**config.mk**
```make
export PLATFORM = sky130hd
export DESIGN_NAME = ProcessorCore
export DESIGN_NICKNAME = d
export VERILOG_FILES = /design/src/Types.sv /design/src/Alu.sv /design/src/Datapath.sv /design/src/DatapathController.sv /design/src/ImmGenerator.sv /design/src/LoadStoreUnit.sv /design/src/ProcessorCore.sv /design/src/RegisterFile.sv
export SDC_FILE = /design/constraint.sdc
export NUM_CORES = 2
export LEC_CHECK = 0
export BUFFER_PORTS_ARGS = -buffer_cell sky130_fd_sc_hd__buf_4
export CORE_MARGIN = 8
export CORE_UTILIZATION = 40
export CTS_CLUSTER_DIAMETER = 30
export DETAILED_ROUTE_END_ITERATION = 16
export GPL_TIMING_DRIVEN = 1
export SLEW_MARGIN = 20
export SYNTH_ARGS = -nofsm -noshare
export SYNTH_HDL_FRONTEND = slang
export SYNTH_HIERARCHICAL = 1
export SYNTH_SLANG_ARGS = --single-unit
```
**constraint.sdc**
```tcl
create_clock -name i_clock -period 17.04 [get_ports i_clock]
set_clock_uncertainty 0.05 [all_clocks]
set_input_delay 1.704 -clock i_clock [delete_from_list [all_inputs] [get_ports i_clock]]
set_output_delay 1.704 -clock i_clock [all_outputs]
set_load 0.01 [all_outputs]
```
**src/Types.sv**
```systemverilog
package Types;

    typedef logic [31:0] Inst;                  // Raw instruction word, fields taken by bit slice

    typedef enum logic [6:0] {
        OpCode_Op     = 7'b0110011,             // Register-register ALU
        OpCode_OpIMM  = 7'b0010011,             // Register-immediate ALU
        OpCode_AUIPC  = 7'b0010111,
        OpCode_LUI    = 7'b0110111,
        OpCode_Branch = 7'b1100011,             // Conditional branches
        OpCode_JAL    = 7'b1101111,
        OpCode_JALR   = 7'b1100111,
        OpCode_Load   = 7'b0000011,
        OpCode_Store  = 7'b0100011
    } OpCode;

    typedef enum logic [4:0] {
        AluOp_ADD,                              // Zero code, also the idle control word
        AluOp_SUB,
        AluOp_AND,
        AluOp_OR,
        AluOp_XOR,
        AluOp_SLL,
        AluOp_SLT,
        AluOp_SLTU,
        AluOp_Unknown                           // Result forced to zero
    } AluOp;

    typedef enum logic [1:0] {OperandASel_Reg, OperandASel_Pc, OperandASel_Zero} OperandASel;
    typedef enum logic [1:0] {OperandBSel_Reg, OperandBSel_Imm, OperandBSel_Four} OperandBSel;
    typedef enum logic [1:0] {RegWrDataSel_Alu, RegWrDataSel_Mem, RegWrDataSel_Pc4} RegWrDataSel;

    // Next PC source, register plus offset is the JALR target
    typedef enum logic [1:0] {PcNextSel_Plus4, PcNextSel_Offset, PcNextSel_RegOffset} PcNextSel;

    typedef struct packed {
        logic [31:0] addr;                      // Word aligned
        logic [31:0] wrData;                    // Already shifted into its byte lanes
        logic [3:0]  byteEnable;                // One bit per byte lane
        logic        wrEnable;                  // Write strobe, sampled on the rising edge
    } DataReq;

endpackage

```
**src/Alu.sv**
```systemverilog
`timescale 1ns/100ps

module Alu (
    input  Types::AluOp i_operation,            // Selected operation
    input  logic [31:0] i_operandA,
    input  logic [31:0] i_operandB,
    output logic [31:0] o_result);

    always_comb begin
        unique case (i_operation)
            Types::AluOp_ADD:  o_result = i_operandA + i_operandB;
            Types::AluOp_SUB:  o_result = i_operandA - i_operandB;
            Types::AluOp_AND:  o_result = i_operandA & i_operandB;
            Types::AluOp_OR:   o_result = i_operandA | i_operandB;
            Types::AluOp_XOR:  o_result = i_operandA ^ i_operandB;
            Types::AluOp_SLL:  o_result = i_operandA << i_operandB[4:0]; // Shift amount is 5 bits
            Types::AluOp_SLT:  o_result = {31'd0, $signed(i_operandA) < $signed(i_operandB)};
            Types::AluOp_SLTU: o_result = {31'd0, i_operandA < i_operandB};
            default:           o_result = '0;  // Unknown and spare codes
        endcase
    end

endmodule

```
**src/Datapath.sv**
```systemverilog
`timescale 1ns/100ps

module Datapath #(
    parameter logic [31:0] RESET_VECTOR = 32'h0000_0000
) (
    input  logic               i_clock,
    input  logic               i_reset,
    input  logic [31:0]        i_instData,      // Fetched word
    input  logic [31:0]        i_dataRdData,    // Data memory read word
    input  Types::AluOp        i_aluControl,
    input  Types::OperandASel  i_operandASel,
    input  Types::OperandBSel  i_operandBSel,
    input  logic               i_regWrEnable,
    input  Types::RegWrDataSel i_regWrDataSel,
    input  logic               i_memWrEnable,
    input  Types::PcNextSel    i_pcNextSel,
    output Types::Inst         o_inst,          // To the controller
    output logic               o_isEqual,
    output logic               o_isLess,
    output logic [31:0]        o_instAddr,
    output Types::DataReq      o_dataReq);

    logic [31:0] pc;
    logic [31:0] pcPlus4;
    logic [31:0] pcNext;
    logic [31:0] imm;
    logic [31:0] rs1Data;
    logic [31:0] rs2Data;
    logic [31:0] operandA;
    logic [31:0] operandB;
    logic [31:0] aluResult;
    logic [31:0] loadData;
    logic [31:0] wrData;                        // Writeback value

    assign o_inst     = i_instData;
    assign o_instAddr = pc;
    assign pcPlus4    = pc + 32'd4;

    // Branch compare, bit 13 marks BLTU and BGEU
    assign o_isEqual = rs1Data == rs2Data;
    assign o_isLess  = i_instData[13] ? (rs1Data < rs2Data) : ($signed(rs1Data) < $signed(rs2Data));

    always_comb begin
        case (i_operandASel)
            Types::OperandASel_Pc:   operandA = pc;      // AUIPC
            Types::OperandASel_Zero: operandA = '0;      // LUI
            default:                 operandA = rs1Data;
        endcase
        case (i_operandBSel)
            Types::OperandBSel_Imm:  operandB = imm;
            Types::OperandBSel_Four: operandB = 32'd4;
            default:                 operandB = rs2Data;
        endcase
        case (i_regWrDataSel)
            Types::RegWrDataSel_Mem: wrData = loadData;
            Types::RegWrDataSel_Pc4: wrData = pcPlus4;   // Link address
            default:                 wrData = aluResult;
        endcase
        case (i_pcNextSel)
            Types::PcNextSel_Offset:    pcNext = pc + imm;
            Types::PcNextSel_RegOffset: pcNext = (rs1Data + imm) & ~32'd1; // JALR clears bit 0
            default:                    pcNext = pcPlus4;
        endcase
    end

    always_ff @(posedge i_clock) begin
        if (i_reset)
            pc <= RESET_VECTOR;
        else
            pc <= pcNext;                       // One instruction per edge
    end

    Alu u_Alu (.i_operation(i_aluControl), .i_operandA(operandA), .i_operandB(operandB),
        .o_result(aluResult));

    RegisterFile u_RegisterFile (.i_clock(i_clock), .i_reset(i_reset),
        .i_rdAddrA(i_instData[19:15]), .i_rdAddrB(i_instData[24:20]),
        .i_wrAddr(i_instData[11:7]), .i_wrData(wrData),
        .i_wrEnable(i_regWrEnable & ~i_reset),  // No writeback during reset
        .o_rdDataA(rs1Data), .o_rdDataB(rs2Data));

    ImmGenerator u_ImmGenerator (.i_inst(i_instData), .o_imm(imm));

    LoadStoreUnit u_LoadStoreUnit (.i_inst(i_instData), .i_addr(aluResult),
        .i_storeData(rs2Data),
        .i_memWrEnable(i_memWrEnable & ~i_reset), // Keep memory quiet while held in reset
        .i_rdWord(i_dataRdData), .o_dataReq(o_dataReq), .o_loadData(loadData));

endmodule

```
**src/DatapathController.sv**
```systemverilog
`timescale 1ns/100ps

module DatapathController (
    input  Types::Inst         i_inst,          // Current instruction
    input  logic               i_isEqual,       // rs1 == rs2
    input  logic               i_isLess,        // rs1 < rs2, signedness from funct3
    output logic               o_memWrEnable,   // Store strobe
    output Types::PcNextSel    o_pcNextSel,     // Next PC source
    output Types::AluOp        o_aluControl,    // ALU operation
    output Types::OperandASel  o_operandASel,   // ALU operand A source
    output Types::OperandBSel  o_operandBSel,   // ALU operand B source
    output logic               o_regWrEnable,   // Destination register write
    output Types::RegWrDataSel o_regWrDataSel); // Writeback source

    localparam Types::OperandASel  asREG = Types::OperandASel_Reg;
    localparam Types::OperandASel  asPC  = Types::OperandASel_Pc;
    localparam Types::OperandASel  asV0  = Types::OperandASel_Zero;
    localparam Types::OperandBSel  bsREG = Types::OperandBSel_Reg;
    localparam Types::OperandBSel  bsIMM = Types::OperandBSel_Imm;
    localparam Types::RegWrDataSel wrALU = Types::RegWrDataSel_Alu;
    localparam Types::RegWrDataSel wrMEM = Types::RegWrDataSel_Mem;
    localparam Types::RegWrDataSel wrPC4 = Types::RegWrDataSel_Pc4;
    localparam Types::PcNextSel    pcPP4 = Types::PcNextSel_Plus4;
    localparam Types::PcNextSel    pcOFS = Types::PcNextSel_Offset;
    localparam Types::PcNextSel    pcIND = Types::PcNextSel_RegOffset;

    // Control word layout, opA, opB, wrSel, regWr, memWr, pcSel, aluOp
    localparam logic [14:0] DP_ADD   = {asREG, bsREG, wrALU, 2'b10, pcPP4, Types::AluOp_ADD};
    localparam logic [14:0] DP_SUB   = {asREG, bsREG, wrALU, 2'b10, pcPP4, Types::AluOp_SUB};
    localparam logic [14:0] DP_AND   = {asREG, bsREG, wrALU, 2'b10, pcPP4, Types::AluOp_AND};
    localparam logic [14:0] DP_OR    = {asREG, bsREG, wrALU, 2'b10, pcPP4, Types::AluOp_OR};
    localparam logic [14:0] DP_XOR   = {asREG, bsREG, wrALU, 2'b10, pcPP4, Types::AluOp_XOR};
    localparam logic [14:0] DP_SLL   = {asREG, bsREG, wrALU, 2'b10, pcPP4, Types::AluOp_SLL};
    localparam logic [14:0] DP_SLT   = {asREG, bsREG, wrALU, 2'b10, pcPP4, Types::AluOp_SLT};
    localparam logic [14:0] DP_SLTU  = {asREG, bsREG, wrALU, 2'b10, pcPP4, Types::AluOp_SLTU};
    localparam logic [14:0] DP_ADDI  = {asREG, bsIMM, wrALU, 2'b10, pcPP4, Types::AluOp_ADD};
    localparam logic [14:0] DP_ANDI  = {asREG, bsIMM, wrALU, 2'b10, pcPP4, Types::AluOp_AND};
    localparam logic [14:0] DP_ORI   = {asREG, bsIMM, wrALU, 2'b10, pcPP4, Types::AluOp_OR};
    localparam logic [14:0] DP_XORI  = {asREG, bsIMM, wrALU, 2'b10, pcPP4, Types::AluOp_XOR};
    localparam logic [14:0] DP_SLTI  = {asREG, bsIMM, wrALU, 2'b10, pcPP4, Types::AluOp_SLT};
    localparam logic [14:0] DP_SLTIU = {asREG, bsIMM, wrALU, 2'b10, pcPP4, Types::AluOp_SLTU};
    localparam logic [14:0] DP_LUI   = {asV0,  bsIMM, wrALU, 2'b10, pcPP4, Types::AluOp_ADD};
    localparam logic [14:0] DP_AUIPC = {asPC,  bsIMM, wrALU, 2'b10, pcPP4, Types::AluOp_ADD};
    localparam logic [14:0] DP_BRNCH = {asREG, bsREG, wrALU, 2'b00, pcOFS, Types::AluOp_Unknown};
    localparam logic [14:0] DP_JAL   = {asREG, bsREG, wrPC4, 2'b10, pcOFS, Types::AluOp_Unknown};
    localparam logic [14:0] DP_JALR  = {asREG, bsREG, wrPC4, 2'b10, pcIND, Types::AluOp_Unknown};
    localparam logic [14:0] DP_LOAD  = {asREG, bsIMM, wrMEM, 2'b10, pcPP4, Types::AluOp_ADD};
    localparam logic [14:0] DP_STORE = {asREG, bsIMM, wrALU, 2'b01, pcPP4, Types::AluOp_ADD};

    logic [14:0] dp;                            // Decoded control word
    logic        br;                            // Taken branch or jump

    assign o_aluControl   = Types::AluOp'(dp[4:0]);
    assign o_memWrEnable  = dp[7];
    assign o_regWrEnable  = dp[8];
    assign o_regWrDataSel = Types::RegWrDataSel'(dp[10:9]);
    assign o_operandBSel  = Types::OperandBSel'(dp[12:11]);
    assign o_operandASel  = Types::OperandASel'(dp[14:13]);
    assign o_pcNextSel    = br ? Types::PcNextSel'(dp[6:5]) : pcPP4; // Fall through unless taken

    always_comb begin
        unique casez ({i_inst[14:12], i_inst[6:0], i_isEqual, i_isLess})
            {3'b000, Types::OpCode_Branch, 2'b1?}: br = 1'b1; // BEQ
            {3'b001, Types::OpCode_Branch, 2'b0?}: br = 1'b1; // BNE
            {3'b100, Types::OpCode_Branch, 2'b?1}: br = 1'b1; // BLT
            {3'b101, Types::OpCode_Branch, 2'b?0}: br = 1'b1; // BGE
            {3'b110, Types::OpCode_Branch, 2'b?1}: br = 1'b1; // BLTU
            {3'b111, Types::OpCode_Branch, 2'b?0}: br = 1'b1; // BGEU
            {3'b???, Types::OpCode_JAL,    2'b??}: br = 1'b1;
            {3'b000, Types::OpCode_JALR,   2'b??}: br = 1'b1;
            default:                               br = 1'b0;
        endcase
    end

    always_comb begin
        unique casez ({i_inst[31:25], i_inst[14:12], i_inst[6:0]})
            {10'b0000000_000, Types::OpCode_Op}:     dp = DP_ADD;
            {10'b0100000_000, Types::OpCode_Op}:     dp = DP_SUB;
            {10'b0000000_111, Types::OpCode_Op}:     dp = DP_AND;
            {10'b0000000_110, Types::OpCode_Op}:     dp = DP_OR;
            {10'b0000000_100, Types::OpCode_Op}:     dp = DP_XOR;
            {10'b0000000_001, Types::OpCode_Op}:     dp = DP_SLL;
            {10'b0000000_010, Types::OpCode_Op}:     dp = DP_SLT;
            {10'b0000000_011, Types::OpCode_Op}:     dp = DP_SLTU;
            {10'b???????_000, Types::OpCode_OpIMM}:  dp = DP_ADDI;
            {10'b???????_111, Types::OpCode_OpIMM}:  dp = DP_ANDI;
            {10'b???????_110, Types::OpCode_OpIMM}:  dp = DP_ORI;
            {10'b???????_100, Types::OpCode_OpIMM}:  dp = DP_XORI;
            {10'b???????_010, Types::OpCode_OpIMM}:  dp = DP_SLTI;
            {10'b???????_011, Types::OpCode_OpIMM}:  dp = DP_SLTIU;
            {10'b???????_???, Types::OpCode_LUI}:    dp = DP_LUI;
            {10'b???????_???, Types::OpCode_AUIPC}:  dp = DP_AUIPC;
            {10'b???????_???, Types::OpCode_Branch}: dp = DP_BRNCH; // Condition decided by br
            {10'b???????_???, Types::OpCode_JAL}:    dp = DP_JAL;
            {10'b???????_000, Types::OpCode_JALR}:   dp = DP_JALR;
            {10'b???????_000, Types::OpCode_Load}:   dp = DP_LOAD;  // LB
            {10'b???????_001, Types::OpCode_Load}:   dp = DP_LOAD;  // LH
            {10'b???????_010, Types::OpCode_Load}:   dp = DP_LOAD;  // LW
            {10'b???????_000, Types::OpCode_Store}:  dp = DP_STORE; // SB
            {10'b???????_001, Types::OpCode_Store}:  dp = DP_STORE; // SH
            {10'b???????_010, Types::OpCode_Store}:  dp = DP_STORE; // SW
            default:                                 dp = '0;       // Unsupported, acts as a no-op
        endcase
    end

endmodule

```
**src/ImmGenerator.sv**
```systemverilog
`timescale 1ns/100ps

module ImmGenerator (
    input  Types::Inst  i_inst,
    output logic [31:0] o_imm);                 // Sign-extended immediate

    always_comb begin
        case (i_inst[6:0])
            Types::OpCode_OpIMM,
            Types::OpCode_JALR,
            Types::OpCode_Load:   o_imm = {{20{i_inst[31]}}, i_inst[31:20]}; // I type
            Types::OpCode_Store:  o_imm = {{20{i_inst[31]}}, i_inst[31:25], i_inst[11:7]};
            Types::OpCode_Branch: o_imm = {{19{i_inst[31]}}, i_inst[31], i_inst[7],
                                           i_inst[30:25], i_inst[11:8], 1'b0};
            Types::OpCode_LUI,
            Types::OpCode_AUIPC:  o_imm = {i_inst[31:12], 12'd0};            // U type
            Types::OpCode_JAL:    o_imm = {{11{i_inst[31]}}, i_inst[31], i_inst[19:12],
                                           i_inst[20], i_inst[30:21], 1'b0};
            default:              o_imm = '0;  // R type and unknown
        endcase
    end

endmodule

```
**src/LoadStoreUnit.sv**
```systemverilog
`timescale 1ns/100ps

module LoadStoreUnit (
    input  Types::Inst    i_inst,               // funct3 gives the access size
    input  logic [31:0]   i_addr,               // Byte address from the ALU
    input  logic [31:0]   i_storeData,          // rs2
    input  logic          i_memWrEnable,
    input  logic [31:0]   i_rdWord,             // Full word from data memory
    output Types::DataReq o_dataReq,
    output logic [31:0]   o_loadData);          // Extended load result

    logic [1:0]  lane;
    logic [3:0]  byteEnable;                    // Lanes touched by the access
    logic [31:0] laneWord;                      // Read word with the addressed byte at bit 0

    assign lane     = i_addr[1:0];
    assign laneWord = i_rdWord >> {lane, 3'b000};

    assign o_dataReq.addr       = {i_addr[31:2], 2'b00};
    assign o_dataReq.wrData     = i_storeData << {lane, 3'b000}; // Move into the addressed lane
    assign o_dataReq.byteEnable = byteEnable;
    assign o_dataReq.wrEnable   = i_memWrEnable;

    always_comb begin
        case (i_inst[14:12])
            3'b000: begin                       // Byte
                byteEnable = 4'b0001 << lane;
                o_loadData = {{24{laneWord[7]}}, laneWord[7:0]};
            end
            3'b001: begin                       // Halfword, lane 0 or 2
                byteEnable = 4'b0011 << lane;
                o_loadData = {{16{laneWord[15]}}, laneWord[15:0]};
            end
            default: begin
                byteEnable = 4'b1111;
                o_loadData = i_rdWord;
            end
        endcase
    end

endmodule

```
**src/ProcessorCore.sv**
```systemverilog
`timescale 1ns/100ps

module ProcessorCore #(
    parameter logic [31:0] RESET_VECTOR = 32'h0000_0000
) (
    input  logic          i_clock,
    input  logic          i_reset,
    input  logic [31:0]   i_instData,           // Instruction memory read, same cycle
    input  logic [31:0]   i_dataRdData,         // Data memory read, same cycle
    output logic [31:0]   o_instAddr,
    output Types::DataReq o_dataReq);

    Types::Inst         inst;
    logic               isEqual;
    logic               isLess;
    Types::AluOp        aluControl;
    Types::OperandASel  operandASel;
    Types::OperandBSel  operandBSel;
    logic               regWrEnable;
    Types::RegWrDataSel regWrDataSel;
    logic               memWrEnable;
    Types::PcNextSel    pcNextSel;

    DatapathController u_DatapathController (
        .i_inst        (inst),
        .i_isEqual     (isEqual),
        .i_isLess      (isLess),
        .o_memWrEnable (memWrEnable),
        .o_pcNextSel   (pcNextSel),
        .o_aluControl  (aluControl),
        .o_operandASel (operandASel),
        .o_operandBSel (operandBSel),
        .o_regWrEnable (regWrEnable),
        .o_regWrDataSel(regWrDataSel));

    Datapath #(.RESET_VECTOR(RESET_VECTOR)) u_Datapath (
        .i_clock       (i_clock),
        .i_reset       (i_reset),
        .i_instData    (i_instData),
        .i_dataRdData  (i_dataRdData),
        .i_aluControl  (aluControl),
        .i_operandASel (operandASel),
        .i_operandBSel (operandBSel),
        .i_regWrEnable (regWrEnable),
        .i_regWrDataSel(regWrDataSel),
        .i_memWrEnable (memWrEnable),
        .i_pcNextSel   (pcNextSel),
        .o_inst        (inst),
        .o_isEqual     (isEqual),
        .o_isLess      (isLess),
        .o_instAddr    (o_instAddr),
        .o_dataReq     (o_dataReq));

endmodule

```
**src/RegisterFile.sv**
```systemverilog
`timescale 1ns/100ps

module RegisterFile (
    input  logic        i_clock,
    input  logic        i_reset,
    input  logic [4:0]  i_rdAddrA,              // rs1
    input  logic [4:0]  i_rdAddrB,              // rs2
    input  logic [4:0]  i_wrAddr,               // rd
    input  logic [31:0] i_wrData,
    input  logic        i_wrEnable,
    output logic [31:0] o_rdDataA,
    output logic [31:0] o_rdDataB);

    logic [31:0] regs [1:31];                   // No storage behind x0

    assign o_rdDataA = (i_rdAddrA == 5'd0) ? 32'd0 : regs[i_rdAddrA];
    assign o_rdDataB = (i_rdAddrB == 5'd0) ? 32'd0 : regs[i_rdAddrB];

    always_ff @(posedge i_clock) begin
        if (i_reset) begin
            for (int i = 1; i < 32; i++)
                regs[i] <= '0;
        end else if (i_wrEnable && i_wrAddr != 5'd0) begin
            regs[i_wrAddr] <= i_wrData;         // Writes to x0 dropped
        end
    end

endmodule

```
==> key figures <==
Drt
  – Routed vias/inst: 6.484
  – Remaining DRCs: 0
  – Vias: 55.90k
  – First-pass DRT Iterations: 8
  – WL final: 302.4 mm
  – Initial DRC count: 7668
  – Drt wl/cell: 35.08 um
  – DRT antenna net count: 0

Cells and area
  – Nets: 6322
  – Final Util: 46.79%
  – Fin area: 0.08330 mm^2
  – Sequential cell area: 0.03139 mm^2
  – Area Growth Syn to Fin: 16.52%
  – Proportion of layout cells with a drive suffix above 1: 24.69%
  – Multi-input gate area: 0.03700 mm^2
  – # fillers: 15.86k

Pwr
  – Power Total: 0.009461 W
  – P_leak: 31.40 nW
  – Power density relative to cell area: 113.6 mW/mm^2
  – Worst ir drop on vdd: 0.1333 mV

Placed design
  – Dpl cell area: 0.07505 mm^2
  – Post-DP HPWL: 203.2 mm
  – GPL Wtd Cong: 1.015
  – IO buf count: 164

STA
  – Min Tclk post-route: 12.30 ns
  – Tcrit/Tclk final: 72.17%
  – Final Hold Viols: 0
  – FMAX: 0.08132 GHz
  – Slew HR: 14.72%
  – RSZ-0062 raised after global routing: no
  – Final Max Slew Viols: 0
  – Worst-Margin Slew: 1.266 ns
  – Final setup TNS: 0 ns
  – # setup viols final: 0

GRT
  – Number of global-route vias before repair: 54.51k
  – Initial antenna violation count: 22
  – Congestion Overflow GR: 0
  – First-pass GRT wire length: 416.9 mm
  – GRT Overall Usage: 30.21%
  – Pin count of the biggest net entering global routing: 99

Critical path
  – End point of the critical path: o_dataReq[25]
  – Worst EP required: 15.29 ns
  – Reg-to-reg endpoint: u_Datapath/u_RegisterFile/regs[30][15]
  – Crit path from: i_instData[22]
  – RR Startpoint: u_Datapath/u_RegisterFile/regs[31][3]
  – Arr. time, crit path: 10.54 ns
  – Startpoint Class: primary input
  – Flop-to-flop setup slack: 7.83 ns
  – Crit Path Max Fanout: 48
  – Crit path kind: primary input to output pin
  – Kind of end point of the critical path: output pin
  – R2r worst-path depth: 26

Die
  – Core Region: 0.1780 mm^2
  – Core Rows: 155
  – Initial Utilization: 40.15%
  – Die area: 0.1925 mm^2
  – I/O pin cnt: 167
  – Die W: 438.8 um
  – Die extent in y: 438.8 um

Clocking
  – CTS Buf Count: 236
  – CTS resizes: 0
  – Clock tree buffer depth: 3
  – Post-CTS Setup Bufs: 0
  – Worst-skew pair later-pin latency: 0.86 ns
  – Clk Tree Root Cell: clkbuf_16
  – Clock transition at path regs: 0.04 ns
  – H-tree Lvls: 4
  – Clk sinks: 1056
  – CTS tree: built
  – # hold bufs at CTS: 0

Min path
  – Worst Hold Class: flop to flop

Job
  – Max-cap violation count: 0

Synthesis
  – Post-Synthesis Cells: 5973
  – Post-Syn Area: 0.07149 mm^2
  – Mean Syn Cell Area: 11.97 um^2
  – Ys Warns: 6

Status
  – Status: complete, no violations
cell usage in the layout, fill, tap and decap left out, types with 63 or more instances in the layout:
| cell | count |
|---|---|
| a211oi_1 | 71 |
| inv_1 | 166 |
| edfxtp_1 | 1024 |
| o22ai_1 | 108 |
| nor2_1 | 207 |
| nor3_1 | 103 |
| and2_1 | 1011 |
| nand3_1 | 64 |
| buf_4 | 396 |
| clkbuf_16 | 244 |
| xnor2_1 | 63 |
| mux2i_1 | 213 |
| o21ai_0 | 125 |
| mux4_2 | 486 |
| a22o_1 | 115 |
| a21oi_1 | 205 |
| nand2_1 | 222 |
| ha_1 | 207 |
flip-flops by register name, summed over array words and instances (netlist names):
name	flops
u_Datapath/o_instAddr	32
u_Datapath/u_RegisterFile/regs	1024
metal layers:
layer  up-vias  track usage (%)  part of all wire [%]
li1      22970                -                     -
met1     28210            37.32                    36
met2      3786            47.72                    45
met3       927            6.768                    11
met4         6            19.76                   7.8
met5         -                0                 0.012
power by group:
| part | switching (W) | internal (W) |
|---|---|---|
| Clock | 0.00151 | 0.00313 |
| Sequential | 0.0000535 | 0.00295 |
| Combinational | 0.00122 | 0.000600 |
| Total | 0.00278 | 0.00668 |
final cells by class:
cell class | instances | area share, %
multi-input cells | 4178 | 44.42
flip-flops and latches | 1056 | 37.68
clock buffers | 277 | 7.479
repair buffers | 405 | 3.746
well taps | 2355 | 3.537
clock inverters | 171 | 2.340
inverters | 167 | 0.7525
diodes | 12 | 0.03605
through the flow:
step | setup slack [ns] | instances | hold slack (ns)
after floorplan | 7.626 | 6006 | 0.5219
after global placement | 4.836 | 8161 | 0.6948
after detailed placement | 5.040 | 8161 | 0.6960
after CTS | 5.007 | 8609 | 0.7043
after global routing | 4.608 | 8613 | 0.7451
final | 4.742 | 8621 | 0.7138
worst min-delay path by stage:
stage,start,to,cells after the start
after global placement,u_Datapath/o_instAddr[1],u_Datapath/o_instAddr[1],3
after floorplan,u_Datapath/o_instAddr[1],u_Datapath/o_instAddr[1],2
after CTS,u_Datapath/o_instAddr[1],u_Datapath/o_instAddr[1],3
after detailed placement,u_Datapath/o_instAddr[1],u_Datapath/o_instAddr[1],3
final,u_Datapath/o_instAddr[1],u_Datapath/o_instAddr[1],3
after global routing,u_Datapath/o_instAddr[1],u_Datapath/o_instAddr[1],3
worst max-delay path, cell delays in order:
cell       delay, ns
buf_6           0.40
buf_4           0.53
or3_1           0.18
buf_4           0.27
buf_4           0.47
o22ai_1         0.17
a2111oi_1       0.85
nor3_2          0.14
buf_4           0.25
a22o_1          0.26
buf_4           0.27
inv_1           0.49
ha_1            0.48
nor4_1          0.11
nor3b_1         0.44
a211oi_1        0.14
or2_1           0.34
a31oi_4         0.27
o21bai_1        0.14
a31o_2          0.21
a2111o_1        0.37
nand4_1         0.12
buf_4           0.55
mux2i_1         0.20
o21ai_0         0.70
buf_4           0.26
Note: power is estimated with default switching activity, not from simulation.
